**src/rtl/opl3_timer_defines.svh**
```systemverilog
/*
 * OPL3 timer block constants.
 * Tick intervals, register addresses and counter width.
 */
`ifndef OPL3_TIMER_DEFINES_SVH
`define OPL3_TIMER_DEFINES_SVH

// ~~~~~~~~~~~~~~~~~~~~~~~~~~~~~~~~~~~~~~
// Tick intervals in clocks
// ~~~~~~~~~~~~~~~~~~~~~~~~~~~~~~~~~~~~~~
// Scaled down from the real microsecond rates.
`define TIMER1_TICK_INTERVAL 8
// Timer 2 ticks four times slower.
`define TIMER2_TICK_INTERVAL 32

// Counter and reload width.
`define REG_TIMER_WIDTH 8

// ~~~~~~~~~~~~~~~~~~~~~~~~~~~~~~~~~~~~~~
// Register map
// ~~~~~~~~~~~~~~~~~~~~~~~~~~~~~~~~~~~~~~
`define ADDR_TIMER1     8'h02
`define ADDR_TIMER2     8'h03
`define ADDR_TIMER_CTRL 8'h04

`endif
```
**src/rtl/opl3_pkg.sv**
```systemverilog
/*
 * OPL3 timer package.
 * Control byte decode and status byte layout.
 */
package opl3_pkg;

    // ~~~~~~~~~~~~~~~~~~~~~~~~~~~~~~~~~~~~~~
    // Control byte, register 0x04
    // ~~~~~~~~~~~~~~~~~~~~~~~~~~~~~~~~~~~~~~

    // Normal write, bit 7 clear.
    typedef struct packed {
        logic       irq_reset;
        logic       mt1;        // Timer 1 may raise its flag.
        logic       mt2;        // Timer 2 may raise its flag.
        logic [2:0] unused;
        logic       st2;        // Run timer 2.
        logic       st1;        // Run timer 1.
    } timer_ctrl_fields_t;

    // Interrupt reset write, bit 7 set.
    typedef struct packed {
        logic       irq_reset;
        logic [6:0] ignored;
    } timer_ctrl_reset_t;

    // Same byte, two readings.
    typedef union packed {
        timer_ctrl_fields_t fields;
        timer_ctrl_reset_t  rst;
    } timer_ctrl_u;

    // Status byte as seen by the host.
    typedef struct packed {
        logic       irq;
        logic       ft1;
        logic       ft2;
        logic [4:0] zero;
    } timer_status_t;

endpackage

```
**src/rtl/timer_ctrl_if.sv**
```systemverilog
/*
 * Timer control interface.
 * Carries reload values and control levels from the register
 * file to the timer pair.
 */
`timescale 1ns/1ps
`include "opl3_timer_defines.svh"

interface timer_ctrl_if;

    // Reload values.
    logic [`REG_TIMER_WIDTH-1:0] timer1;
    logic [`REG_TIMER_WIDTH-1:0] timer2;

    // Start levels.
    logic st1;
    logic st2;

    // Flag enables.
    logic mt1;
    logic mt2;

    // One-cycle flag and interrupt clear.
    logic irq_clear;

    // Register file side.
    modport regs (
        output timer1, timer2,
        output st1, st2, mt1, mt2,
        output irq_clear
    );

    // Timer pair side.
    modport timers (
        input timer1, timer2,
        input st1, st2, mt1, mt2,
        input irq_clear
    );

endinterface

```
**src/rtl/opl3_timer_top.sv**
```systemverilog
/*
 * OPL3 timer block top level.
 * Host write port in, status byte and interrupt out.
 */
`timescale 1ns/1ps

module opl3_timer_top (
    input  logic       clk,
    input  logic       irq_rst,
    input  logic [7:0] addr,
    input  logic [7:0] wr_data,
    input  logic       wr,
    output logic [7:0] status,
    output logic       irq
);

    // ~~~~~~~~~~~~~~~~~~~~~~~~~~~~~~~~~~~~~~
    // Register file to timer pair
    // ~~~~~~~~~~~~~~~~~~~~~~~~~~~~~~~~~~~~~~
    timer_ctrl_if ctrl_if ();

    // Host writes decoded here.
    timer_regs regs_inst (
        .clk     (clk),
        .irq_rst (irq_rst),
        .addr    (addr),
        .wr_data (wr_data),
        .wr      (wr),
        .ctrl    (ctrl_if.regs)
    );

    // Counting, flags and interrupt.
    timers timers_inst (
        .clk     (clk),
        .irq_rst (irq_rst),
        .ctrl    (ctrl_if.timers),
        .status  (status),
        .irq     (irq)
    );

endmodule

```
**src/rtl/timers.sv**
```systemverilog
/*
 * OPL3 timer pair.
 * Two timers with their flags and the shared interrupt.
 */
`timescale 1ns/1ps
`include "opl3_timer_defines.svh"

module timers
    import opl3_pkg::*;
(
    input  logic          clk,
    input  logic          irq_rst,
    timer_ctrl_if.timers  ctrl,
    output timer_status_t status,
    output logic          irq
);

    logic timer1_overflow;
    logic timer2_overflow;
    logic ft1;
    logic ft2;
    logic set1;
    logic set2;

    // ~~~~~~~~~~~~~~~~~~~~~~~~~~~~~~~~~~~~~~
    // Timer instances
    // ~~~~~~~~~~~~~~~~~~~~~~~~~~~~~~~~~~~~~~

    // Fast timer.
    timer #(
        .TICK_INTERVAL(`TIMER1_TICK_INTERVAL)
    ) timer1_inst (
        .clk                  (clk),
        .irq_rst              (irq_rst),
        .timer_reg            (ctrl.timer1),
        .start_timer          (ctrl.st1),
        .timer_overflow_pulse (timer1_overflow)
    );

    // Slow timer.
    timer #(
        .TICK_INTERVAL(`TIMER2_TICK_INTERVAL)
    ) timer2_inst (
        .clk                  (clk),
        .irq_rst              (irq_rst),
        .timer_reg            (ctrl.timer2),
        .start_timer          (ctrl.st2),
        .timer_overflow_pulse (timer2_overflow)
    );

    // Enabled overflows only.
    assign set1 = timer1_overflow && ctrl.mt1;
    assign set2 = timer2_overflow && ctrl.mt2;

    // ~~~~~~~~~~~~~~~~~~~~~~~~~~~~~~~~~~~~~~
    // Flags and interrupt
    // ~~~~~~~~~~~~~~~~~~~~~~~~~~~~~~~~~~~~~~
    always_ff @(posedge clk) begin
        if (irq_rst) begin
            ft1 <= 1'b0;
            ft2 <= 1'b0;
            irq <= 1'b0;
        end else if (ctrl.irq_clear) begin
            // Clear wins over a set.
            ft1 <= 1'b0;
            ft2 <= 1'b0;
            irq <= 1'b0;
        end else begin
            if (set1) begin
                ft1 <= 1'b1;
            end
            if (set2) begin
                ft2 <= 1'b1;
            end
            if (set1 || set2) begin
                irq <= 1'b1;
            end
        end
    end

    // Status byte, low bits read as zero.
    assign status = '{irq: irq, ft1: ft1, ft2: ft2, zero: 5'b0};

    // ~~~~~~~~~~~~~~~~~~~~~~~~~~~~~~~~~~~~~~
    // Checks
    // ~~~~~~~~~~~~~~~~~~~~~~~~~~~~~~~~~~~~~~

    // Interrupt tracks the flags exactly.
    a_irq_matches_flags: assert property (
        @(posedge clk) disable iff (irq_rst)
        irq == (ft1 || ft2)
    );

endmodule

```
**src/rtl/timer.sv**
```systemverilog
/*
 * Single OPL3 timer.
 * Tick divider plus 8-bit up-counter that reloads on wrap
 * and pulses an overflow for one cycle.
 */
`timescale 1ns/1ps
`include "opl3_timer_defines.svh"

module timer #(
    parameter int TICK_INTERVAL = `TIMER1_TICK_INTERVAL
) (
    input  logic                        clk,
    input  logic                        irq_rst,
    input  logic [`REG_TIMER_WIDTH-1:0] timer_reg,
    input  logic                        start_timer,
    output logic                        timer_overflow_pulse
);

    localparam int DIV_W = (TICK_INTERVAL > 1) ? $clog2(TICK_INTERVAL) : 1;

    // Last tick count before wrap.
    localparam logic [DIV_W-1:0] DIV_LAST = DIV_W'(TICK_INTERVAL - 1);

    logic                        start_q;
    logic                        start_rise;
    logic [DIV_W-1:0]            div_cnt;
    logic                        tick;
    logic [`REG_TIMER_WIDTH-1:0] count;

    // Start edge detect.
    assign start_rise = start_timer && !start_q;

    // One tick every TICK_INTERVAL clocks while running.
    assign tick = start_timer && !start_rise && (div_cnt == DIV_LAST);

    always_ff @(posedge clk) begin
        if (irq_rst) begin
            start_q <= 1'b0;
        end else begin
            start_q <= start_timer;
        end
    end

    // ~~~~~~~~~~~~~~~~~~~~~~~~~~~~~~~~~~~~~~
    // Divider and counter
    // ~~~~~~~~~~~~~~~~~~~~~~~~~~~~~~~~~~~~~~
    always_ff @(posedge clk) begin
        if (irq_rst) begin
            div_cnt              <= '0;
            count                <= '0;
            timer_overflow_pulse <= 1'b0;
        end else begin
            timer_overflow_pulse <= 1'b0;

            if (start_rise) begin
                // Fresh period from the reload value.
                div_cnt <= '0;
                count   <= timer_reg;
            end else if (start_timer) begin
                if (tick) begin
                    div_cnt <= '0;
                    if (&count) begin
                        // Wrap: reload and flag it.
                        count                <= timer_reg;
                        timer_overflow_pulse <= 1'b1;
                    end else begin
                        count <= count + 1'b1;
                    end
                end else begin
                    div_cnt <= div_cnt + 1'b1;
                end
            end
            // Stopped timer holds everything.
        end
    end

    // ~~~~~~~~~~~~~~~~~~~~~~~~~~~~~~~~~~~~~~
    // Checks
    // ~~~~~~~~~~~~~~~~~~~~~~~~~~~~~~~~~~~~~~

    // Overflows are at least one tick apart.
    a_overflow_single: assert property (
        @(posedge clk) disable iff (irq_rst)
        timer_overflow_pulse |=> !timer_overflow_pulse
    );

endmodule

```
**src/rtl/timer_regs.sv**
```systemverilog
/*
 * Timer register file.
 * Decodes host byte writes into reload values, control levels
 * and the interrupt clear pulse.
 */
`timescale 1ns/1ps
`include "opl3_timer_defines.svh"

module timer_regs
    import opl3_pkg::*;
(
    input  logic       clk,
    input  logic       irq_rst,
    input  logic [7:0] addr,
    input  logic [7:0] wr_data,
    input  logic       wr,
    timer_ctrl_if.regs ctrl
);

    // Incoming byte seen as a control word.
    timer_ctrl_u ctrl_byte;

    assign ctrl_byte = wr_data;

    // ~~~~~~~~~~~~~~~~~~~~~~~~~~~~~~~~~~~~~~
    // Write decode
    // ~~~~~~~~~~~~~~~~~~~~~~~~~~~~~~~~~~~~~~
    always_ff @(posedge clk) begin
        if (irq_rst) begin
            ctrl.timer1    <= '0;
            ctrl.timer2    <= '0;
            ctrl.st1       <= 1'b0;
            ctrl.st2       <= 1'b0;
            ctrl.mt1       <= 1'b0;
            ctrl.mt2       <= 1'b0;
            ctrl.irq_clear <= 1'b0;
        end else begin
            // Clear is a pulse.
            ctrl.irq_clear <= 1'b0;

            if (wr) begin
                case (addr)
                    `ADDR_TIMER1: begin
                        ctrl.timer1 <= wr_data;
                    end
                    `ADDR_TIMER2: begin
                        ctrl.timer2 <= wr_data;
                    end
                    `ADDR_TIMER_CTRL: begin
                        if (ctrl_byte.rst.irq_reset) begin
                            // Reset write, stored bits untouched.
                            ctrl.irq_clear <= 1'b1;
                        end else begin
                            ctrl.st1 <= ctrl_byte.fields.st1;
                            ctrl.st2 <= ctrl_byte.fields.st2;
                            ctrl.mt1 <= ctrl_byte.fields.mt1;
                            ctrl.mt2 <= ctrl_byte.fields.mt2;
                        end
                    end
                    default: begin
                        // Other registers live elsewhere.
                    end
                endcase
            end
        end
    end

    // ~~~~~~~~~~~~~~~~~~~~~~~~~~~~~~~~~~~~~~
    // Checks
    // ~~~~~~~~~~~~~~~~~~~~~~~~~~~~~~~~~~~~~~

    // Clear pulse drops after one cycle.
    a_irq_clear_pulse: assert property (
        @(posedge clk) disable iff (irq_rst)
        ctrl.irq_clear |=> !ctrl.irq_clear
    );

endmodule

```
**config.mk**
```make
export PLATFORM = sky130hd
export DESIGN_NAME = opl3_timer_top
export DESIGN_NICKNAME = d
export VERILOG_FILES = /design/src/rtl/opl3_pkg.sv /design/src/rtl/timer_ctrl_if.sv /design/src/rtl/opl3_timer_top.sv /design/src/rtl/timers.sv /design/src/rtl/timer.sv /design/src/rtl/timer_regs.sv
export VERILOG_INCLUDE_DIRS = /design/src /design/src/rtl
export SDC_FILE = /design/constraint.sdc
export NUM_CORES = 1
export LEC_CHECK = 0
export ABC_AREA = 0
export BUFFER_PORTS_ARGS = -buffer_cell sky130_fd_sc_hd__buf_2
export CAP_MARGIN = 25
export CORE_ASPECT_RATIO = 0.8
export CORE_MARGIN = 2
export CORE_UTILIZATION = 50
export CTS_BUF_LIST = sky130_fd_sc_hd__clkbuf_16
export CTS_CLUSTER_DIAMETER = 100
export CTS_CLUSTER_SIZE = 20
export DETAILED_ROUTE_END_ITERATION = 10
export PLACE_DENSITY_LB_ADDON = 0.12
export SYNTH_ARGS = -nofsm -noshare
export SYNTH_HDL_FRONTEND = slang
export SYNTH_SLANG_ARGS = --single-unit
```
**constraint.sdc**
```tcl
create_clock -name clk -period 2.74 [get_ports clk]
set_clock_uncertainty 0.15 [all_clocks]
set_input_delay 0.137 -clock clk [delete_from_list [all_inputs] [get_ports clk]]
set_output_delay 0.137 -clock clk [all_outputs]
set_load 0.005 [all_outputs]
```
== Yosys cells after proc, flatten, opt, wreduce, memory -nomap -nowiden ==
Index checks and enable logic that the tools add are counted.

* Register bits: 52
* Input bits: 19
* Output and inout port bits: 9
* Logic and storage cells: 77

* Add/sub/neg operators: 4
* Eq/ne operators: 5
* Mux-type cells: 13
* Bitwise gates (word level): 7
* Reduce and logical (&&, ||, !) cells: 30

{| class="wikitable"
|+ Operators with widths
! operator !! count
|-
| two-way mux 8 bit || 8
|-
| adder 8 x 1 -> 8 bit, second input constant || 2
|-
| == test 8 x 2 -> 1 bit, second input constant || 2
|-
| AND reduction 8 bit || 2
|-
| == test 8 x 3 -> 1 bit, second input constant || 1
|-
| logical AND 1 bit || 8
|-
| AND reduction 2 bit || 4
|-
| nonzero test 2 bit || 4
|-
| OR reduction 4 bit || 2
|-
| NOT 1 bit || 7
|-
| OR reduction 2 bit || 3
|-
| adder 5 x 1 -> 5 bit, second input constant || 1
|-
| == test 5 bit, second input constant || 1
|-
| two-way mux 5 bit || 1
|-
| logical NOT 1 bit || 4
|-
| adder 3 x 1 -> 3 bit, second input constant || 1
|-
| == test 3 bit, second input constant || 1
|-
| two-way mux 1 bit || 3
|-
| two-way mux 3 bit || 1
|-
| AND reduction 3 bit || 1
|-
| OR reduction 3 bit || 1
|-
| logical OR 1 bit || 1
|}

== Longest topological paths before layout ==
Gate-level depths: netlist of the first run.

* Depth in word-level cells: 8
* Mapped depth: 8
* Gate-level depth less buffers: 7

== By module ==
A second synthesis of the first run with hierarchy kept.

* Cells, all modules: 299
* Area, all modules: 2678.8 µm²

{| class="wikitable"
|+ Modules (own cells, without submodules)
! module !! times used !! cells an instance !! area an instance (µm²)
|-
| timer_regs || 1 || 89 || 953.4
|-
| timer (timers_inst.timer2_inst) || 1 || 104 || 827.0
|-
| timer (timers_inst.timer1_inst) || 1 || 88 || 734.5
|-
| timers || 1 || 18 || 163.9
|}

== Least setup slack after synthesis of the first run ==
No wires, ideal clock.

* Kind: flip-flop to flip-flop
* Start: register timers_inst.timer2_inst.div_cnt[0]
* End: register timers_inst.timer2_inst.count[7]
* Arrival time: 1752 ps
* Required time: 2467 ps
* Slack: 715 ps
* Cell stages (with the launch flop): 9
* Path buffers: 1
* Path through: dfxtp_1 -> ha_1 -> and3_1 -> ha_1 -> nand2b_1 -> and2_1 -> clkbuf_1 -> a41oi_1 -> nand3_1

* Cells in the longest elaborated chain, start to end: 4

{| class="wikitable"
|+ RTL lines
! item !! line !! text
|-
| from (decl) || timer.sv:26 || <nowiki>logic [DIV_W-1:0] div_cnt;</nowiki>
|-
| from (signal assigned) || timer.sv:70 || <nowiki>div_cnt <= div_cnt + 1'b1;</nowiki>
|-
| == test 5 bit || timer.sv:34 || <nowiki>assign tick = start_timer && !start_rise && (div_cnt == DIV_LAST);</nowiki>
|-
| logical AND 1 bit || timer.sv:34 ||
|-
| nonzero test 2 bit (no source line) || n/a ||
|-
| AND reduction 2 bit (no source line) || n/a ||
|-
| to (signal assigned) || timer.sv:58 || <nowiki>count <= timer_reg;</nowiki>
|-
| to (signal assigned) || timer.sv:64 || <nowiki>count <= timer_reg;</nowiki>
|-
| to (signal assigned) || timer.sv:67 || <nowiki>count <= count + 1'b1;</nowiki>
|-
| to (decl) || timer.sv:28 || <nowiki>logic [`REG_TIMER_WIDTH-1:0] count;</nowiki>
|}

Every way passes these cells.
A chain may end at the register's enable or synchronous reset.

== Worst setup path in the final report of the first run ==
* Start: register timers_inst.timer2_inst.div_cnt[0]
* End: register timers_inst.timer2_inst.count[5]

Same word-level chain as after synthesis.

==> run metrics, run 1 <==
Netlist cell types=52; Yosys top cell area share=40.9%; delay of the slowest cell on the worst path=0.50 ns; minimum clock period=around 2.3 ns; Async S/R FF share, synth=0%; post-synthesis sequential area ratio=between 40% and 50%; prevailing post-synth register cell=dfxtp_1; Worst Path Required=between 2 and 3 ns; max_cap viols=0; Tot Pwr=1.44 mW; Die X=83.8 µm; failing checks=negative hold slack; cts bufs inserted=5; H-tree levels=2; IO Count=28; WP data arrival=around 2.3 ns; CTS tree=done; vias per cell=between 5 and 6; Post-CTS Setup Inserts=0; Layout area overhead=12.9%; first-pass GRT wire length=9570 µm; gr usage total=21.5%; Peak VDD IR=around 0.37 mV; clock transition at the registers of the reported paths=0.07 ns; Starting Density=between 50% and 60%; fin util=58.1%; Die Y=67.8 µm; Ant. Diodes=0; setup TNS=0 ns; RSZ-0062 raised after global routing=false; Final Hold Vio Count=1; cts hold-fix bufs=8; DR vias=2,185; most common cell in the synthesized netlist=dfxtp_1; largest cells by area after synthesis=dfxtp_1, mux2i_1, nor2_1; # port buffers=22; root buf cell=clkbuf_16; most used cell, CP=ha_1; startpoint types=flip-flop; CP Max Fanout=7; syn avg cell area=8.81 µm²; Least-Margin Pin Slew=between 0.7 and 0.8 ns; Die ar.=between 5000 and 6000 µm²; Min Hold Slack=-0.00196 ns; Routed WL=5770 µm; Syn. warnings=0; clk_lat worst skew=between 0.2 and 0.3 ns; largest net degree at the start of global routing=33; layout net count=around 340; TritonRoute pass-1 iters=5; TritonCTS sink count=52; vias in the first global route=1,890; Lkg Pwr=approximately 1.1 nW; Core Area=4950 µm²; Post-Syn Instances=~290; GRT overflow=0; Yosys reg bits=52; GPL Wtd Cong=0.854; Post-route DRC=0; Critical Path Slowest Stage Cell=or4_1; Hold Path Class=in -> reg; synthesized cell area=2550 µm²; Slew Limit Fails=0; Max Root-Sink Buffers=2; pwr dens=roughly 500 nW/µm²; Crit. End Element=flip-flop; outcome=finished, violations left; dominant cell type by area after synthesis=dfxtp_1; final worst path period share=83.1%; filler cell count=roughly 440; dpl hpwl=4170 µm; Post-synth EDFFs=0; num rows=23; FMAX=0.439 GHz; synth cell count leaders=dfxtp_1, nor2_1, mux2i_1; initial antenna violation count=0; Relative slew margins=51.6%; wire per inst=between 15 and 20 µm; delay-heaviest family, CP=simple AND/OR/NAND/NOR gates; Final setup viols=0; critical path class=reg -> reg; post-cts sizing count=0; Buf/Inv on CP=0; post-route antenna net violation count=0; cell chain of the critical path=ha_1 > and3_1 > ha_1 > nand2b_1 > nand2_1 > or4_1 > o211ai_1; initial drt markers=215; ratio of cells with drive above 1 in the final layout=13.4%
[per-layer routing]
layer / global-route usage (%) / routed length [µm] / vias up / part of all wire [%]
li1: - / - / 1094 / -
met1: 33.5 / 3090 / 1009 / 54
met2: 29.0 / 2280 / 76 / 39
met3: 4.70 / 341 / 6 / 5.9
met4: 6.85 / 57 / 0 / 0.99
met5: 0 / 0 / - / 0
[cells in the final DEF, fill, tap and decap left out, drive strengths merged, types with 5 or more instances in the layout]
cell type	count
dfxtp	52
nor2	32
buf	24
mux2i	22
nand2	18
nand3	17
a21oi	14
nor3	13
nand2b	9
nand4	8
dlygate4sd3	8
nor2b	7
inv	7
ha	6
a31oi	5
or3	5
conb	5
clkbuf	5
o21ai	5
[final cells by class]
| cell class | instances | area (µm²) | area share, % |
|---|---|---|---|
| multi-input cells | 216 | 1400 | 48.5 |
| flip-flops and latches | 52 | 1040 | 36.2 |
| repair buffers | 32 | 205 | 7.14 |
| clock buffers | 5 | 125 | 4.35 |
| well taps | 62 | 77.6 | 2.70 |
| inverters | 5 | 18.8 | 0.653 |
| clock inverters | 3 | 11.3 | 0.392 |
[tightest hold or removal path, delay by kind of cell]
family | cells | cell delay [ns]
buf+inv | 1 | 0.12
mux | 1 | 0.07
simple gates | 1 | 0.07
[flip-flops by register name, summed over array words and instances, names as in the netlist, 3 cells and up]
signal                           cells
timers_inst.timer2_inst.count        8
timers_inst.timer2_inst.div_cnt      5
regs_inst.ctrl.timer2                8
timers_inst.timer1_inst.div_cnt      3
timers_inst.timer1_inst.count        8
regs_inst.ctrl.timer1                8
[power breakdown]
part	internal, mW	leakage (nW)	total (mW)	switching, mW
clock network	0.329	0.0738	0.587	0.258
logic	0.0325	0.635	0.0708	0.0382
registers	0.764	0.419	0.778	0.0145
total	1.13	1.13	1.44	0.310
[logic make-up after synthesis]
group                      synth area share (%)
muxes                                      8.65
buffers and inverters                      4.91
and+or+nand+nor                            28.7
other                                     0.147
AOI/OAI and AO/OA                          12.7
xor gates and xnor gates                   1.03
DFF                                        40.9
adders and majority gates                  2.95
[path summary, 6_finish.rpt]
check / startpoint / endpoint / slack [ns] / cells after the start
max: timers_inst.timer2_inst.div_cnt[0]$_SDFFE_PP0P_ / timers_inst.timer2_inst.count[5]$_SDFFE_PP0P_ / 0.46 / 7
min: wr_data[7] / regs_inst.ctrl.timer2[7]$_SDFFE_PP0P_ / -0.002 / 3
max reg2reg: timers_inst.timer2_inst.div_cnt[0]$_SDFFE_PP0P_ / timers_inst.timer2_inst.count[5]$_SDFFE_PP0P_ / 0.46 / 7
min reg2reg: regs_inst.ctrl.irq_clear$_SDFF_PP0_ / timers_inst.ft1$_SDFFE_PP0P_ / 0.30 / 1
[per-stage QoR]
stage / cell area [µm²] / setup WS [ns] / hold WS [ns] / std cells
final: 2870 / 0.463 / -0.00196 / 375
after global routing: 2870 / 0.317 / 0.0105 / 375
after CTS: 2870 / 0.479 / 0.00102 / 375
after detailed placement: 2660 / 0.495 / 0.246 / 359
after global placement: 2660 / 0.586 / 0.238 / 359
after floorplan: 2560 / 0.715 / 0.0632 / 293
(Power assumes the default switching activity.)
==> inputs of run 2 (changes only) <==
ABC_AREA = 1   (was 0)
clock period = 2.25 ns   (was 2.74 ns; I/O delays follow)
==> run metrics, run 2 <==
num rows=23; Die ar.=5890 µm²; Starting Density=52.2%; GPL Wtd Cong=0.826; initial antenna violation count=0; Min Hold Slack=0.00171 ns; max_cap viols=0; hold path depth=3; largest cells by area after synthesis=dfxtp_1, nand2_1, inv_1; HP Start=wr_data[1]; synthesized cell area=2650 µm²; Slew Limit Fails=0; Yosys top cell area share=39.4%; vias per cell=between 5 and 6; most frequent cells in the layout=nand2_1, inv_1, dfxtp_1, nor2_1, nand3_1; IO Count=28; setup TNS=0 ns; post-route antenna net violation count=0; initial drt markers=123; met2 GRT Util=27.2%; Netlist cell types=32; cell chain of the critical path=ha_1 > ha_1 > nand3_1 > nand2_1 > inv_1 > a21oi_1 > o21ai_0 > nand2_1 > inv_1; met3 Use GR=4.07%; ratio of cells with drive above 1 in the final layout=10.6%; global routing's busiest layer=met1; Buf/Inv on CP=2; Post-CTS Setup Inserts=0; Die Y=69.1 µm; pwr dens=702 nW/µm²; delay-heaviest family, CP=simple AND/OR/NAND/NOR gates; RSZ-0062 raised after global routing=false; r2r setup slk=around 0.43 ns; Least-Margin Pin Slew=slightly below 0.6 ns; synth cell count leaders=nand2_1, dfxtp_1, inv_1; dominant cell type by area after synthesis=dfxtp_1; FMAX=0.550 GHz; Post-Syn Instances=388; minimum clock period=1.82 ns; Post-synth EDFFs=0; Critical Path Slowest Stage Cell=dfxtp_1; dpl hpwl=3880 µm; Syn. warnings=0; Max Root-Sink Buffers=2; vias in the first global route=2,081; WP data arrival=~1.9 ns; met1 Resource Use GR=28.6%; Final setup viols=0; largest net degree at the start of global routing=33; TritonRoute pass-1 iters=4; Layout area overhead=11.8%; Crit. End Element=flip-flop; outcome=finished clean; placed cells=459; DR vias=2,359; startpoint of the worst register-to-register path=timers_inst.timer1_inst.div_cnt[0]$_SDFFE_PP0P_; Cell Count, Final, Fillers Out=469; Core Area=5060 µm²; critical path class=reg -> reg; Routed WL=5290 µm; Worst Path Required=2.29 ns; GRT overflow=0; Yosys reg bits=52; worst r2r path cells=9; startpoint types=flip-flop; delay of the slowest cell on the worst path=0.35 ns; layout net count=431; Peak VDD IR=0.493 mV; filler cell count=499; TritonCTS sink count=52; first-pass GRT wire length=9160 µm; CP Max Fanout=12; Post-route DRC=0; # port buffers=22; Lkg Pwr=around 1.4 nW; Hold Path Class=in -> reg; Die X=85.3 µm; gr usage total=19.1%; wire per inst=between 10 and 15 µm; final worst path period share=80.8%; commonest non-fill, non-tap cell in the layout=nand2_1; most common cell in the synthesized netlist=nand2_1; Final Hold Vio Count=0; cts bufs inserted=5; syn avg cell area=slightly below 7 µm²; Tot Pwr=around 2.1 mW; Async S/R FF share, synth=0%; area post-placement=2720 µm²; Ant. Diodes=0; post-synthesis sequential area ratio=39.4%; root buf cell=clkbuf_16; Relative slew margins=60.9%; post-cts sizing count=0; clock transition at the registers of the reported paths=around 0.070 ns; CTS tree=done; H-tree levels=2; WHS Endpoint=regs_inst.ctrl.st2$_SDFFE_PP0P_; clk_lat worst skew=0.29 ns; reg2reg end=timers_inst.timer1_inst.count[2]$_SDFFE_PP0P_; prevailing post-synth register cell=dfxtp_1; cell area after layout=2960 µm²
==> run 2: changes by cell type in the layout (fill, tap and decap cells not counted), sizes merged, moves of 9 or more <==
cell | previous run | this run
mux2i | 22 | 0
nand2 | 18 | 98
inv | 7 | 54
nor2 | 32 | 42
o21ai | 5 | 23
nand3 | 17 | 36
nand2b | 9 | 0
a21oi | 14 | 35
==> run 2: tightest hold or removal path, stage by stage <==
cell and delay (ns):
buf_2 0.07, inv_1 0.08, a21oi_1 0.14
==> run 2: stage by stage <==
step                      utilization [%]  worst slack (ns)
final                                58.4             0.431
after CTS                            58.4             0.422
after floorplan                         -             0.714
after detailed placement             53.7             0.444
after global routing                 58.4             0.185
after global placement               53.7             0.468
==> run 2: logic make-up (layout without fill, tap and decap cells) <==
kind of cell	count (synthesis)	count (layout)	share of synthesized area, %
flops	52	52	39.4
xor+xnor	3	3	0.994
compound gates	65	65	12.9
fa+ha+maj	6	6	2.84
buf+inv	73	88	13.0
simple gates	188	188	30.8
other cells	1	5	0.142
==> run 2: report_power, final <==
part	internal, mW	leakage [nW]	total [mW]	switching (mW)
clock network	0.749	0.104	1.07	0.325
logic	0.0269	0.880	0.0782	0.0513
registers	0.921	0.419	0.922	0.000740
total	1.70	1.40	2.07	0.377
==> run 2: worst max-delay path by stage <==
| stage | from | to | slack, ns | cells after the start |
|---|---|---|---|---|
| 2_1_floorplan | timers_inst.timer2_inst.div_cnt[0]$_SDFFE_PP0P_ | timers_inst.timer2_inst.div_cnt[3]$_SDFFE_PP0P_ | 0.71 | 9 |
| 3_3_place_gp | timers_inst.timer2_inst.div_cnt[0]$_SDFFE_PP0P_ | timers_inst.timer2_inst.div_cnt[3]$_SDFFE_PP0P_ | 0.47 | 9 |
| 3_5_place_dp | timers_inst.timer2_inst.div_cnt[1]$_SDFFE_PP0P_ | timers_inst.timer2_inst.count[1]$_SDFFE_PP0P_ | 0.44 | 10 |
| 4_1_cts | timers_inst.timer2_inst.div_cnt[1]$_SDFFE_PP0P_ | timers_inst.timer2_inst.count[1]$_SDFFE_PP0P_ | 0.42 | 10 |
| 5_1_grt | timers_inst.timer2_inst.div_cnt[1]$_SDFFE_PP0P_ | timers_inst.timer2_inst.count[1]$_SDFFE_PP0P_ | 0.18 | 10 |
| 6_report | timers_inst.timer1_inst.div_cnt[0]$_SDFFE_PP0P_ | timers_inst.timer1_inst.count[2]$_SDFFE_PP0P_ | 0.43 | 9 |
==> run 2: area by class of cell <==
cell class | count | area (µm²) | share of cell area, %
repair buffers | 26 | 145 | 4.91
well taps | 62 | 77.6 | 2.62
clock inverters | 3 | 90.1 | 3.05
flip-flops and latches | 52 | 1040 | 35.2
multi-input cells | 267 | 1270 | 43.1
inverters | 54 | 203 | 6.86
clock buffers | 5 | 125 | 4.23
==> run 2: what timing repair did <==
| item | in CTS | in global routing |
|---|---|---|
| endpoints found under the hold margin | 2 | 0 |
| endpoints found under the setup margin | 0 | 0 |
| hold buffers | 2 | 0 |
==> run 2: metal layers <==
metal	wire [µm]	part of all wire [%]	up-vias
li1	-	-	1262
met1	2790	53	1028
met2	2140	41	65
met3	307	5.8	4
met4	48	0.91	0
met5	0	0	-
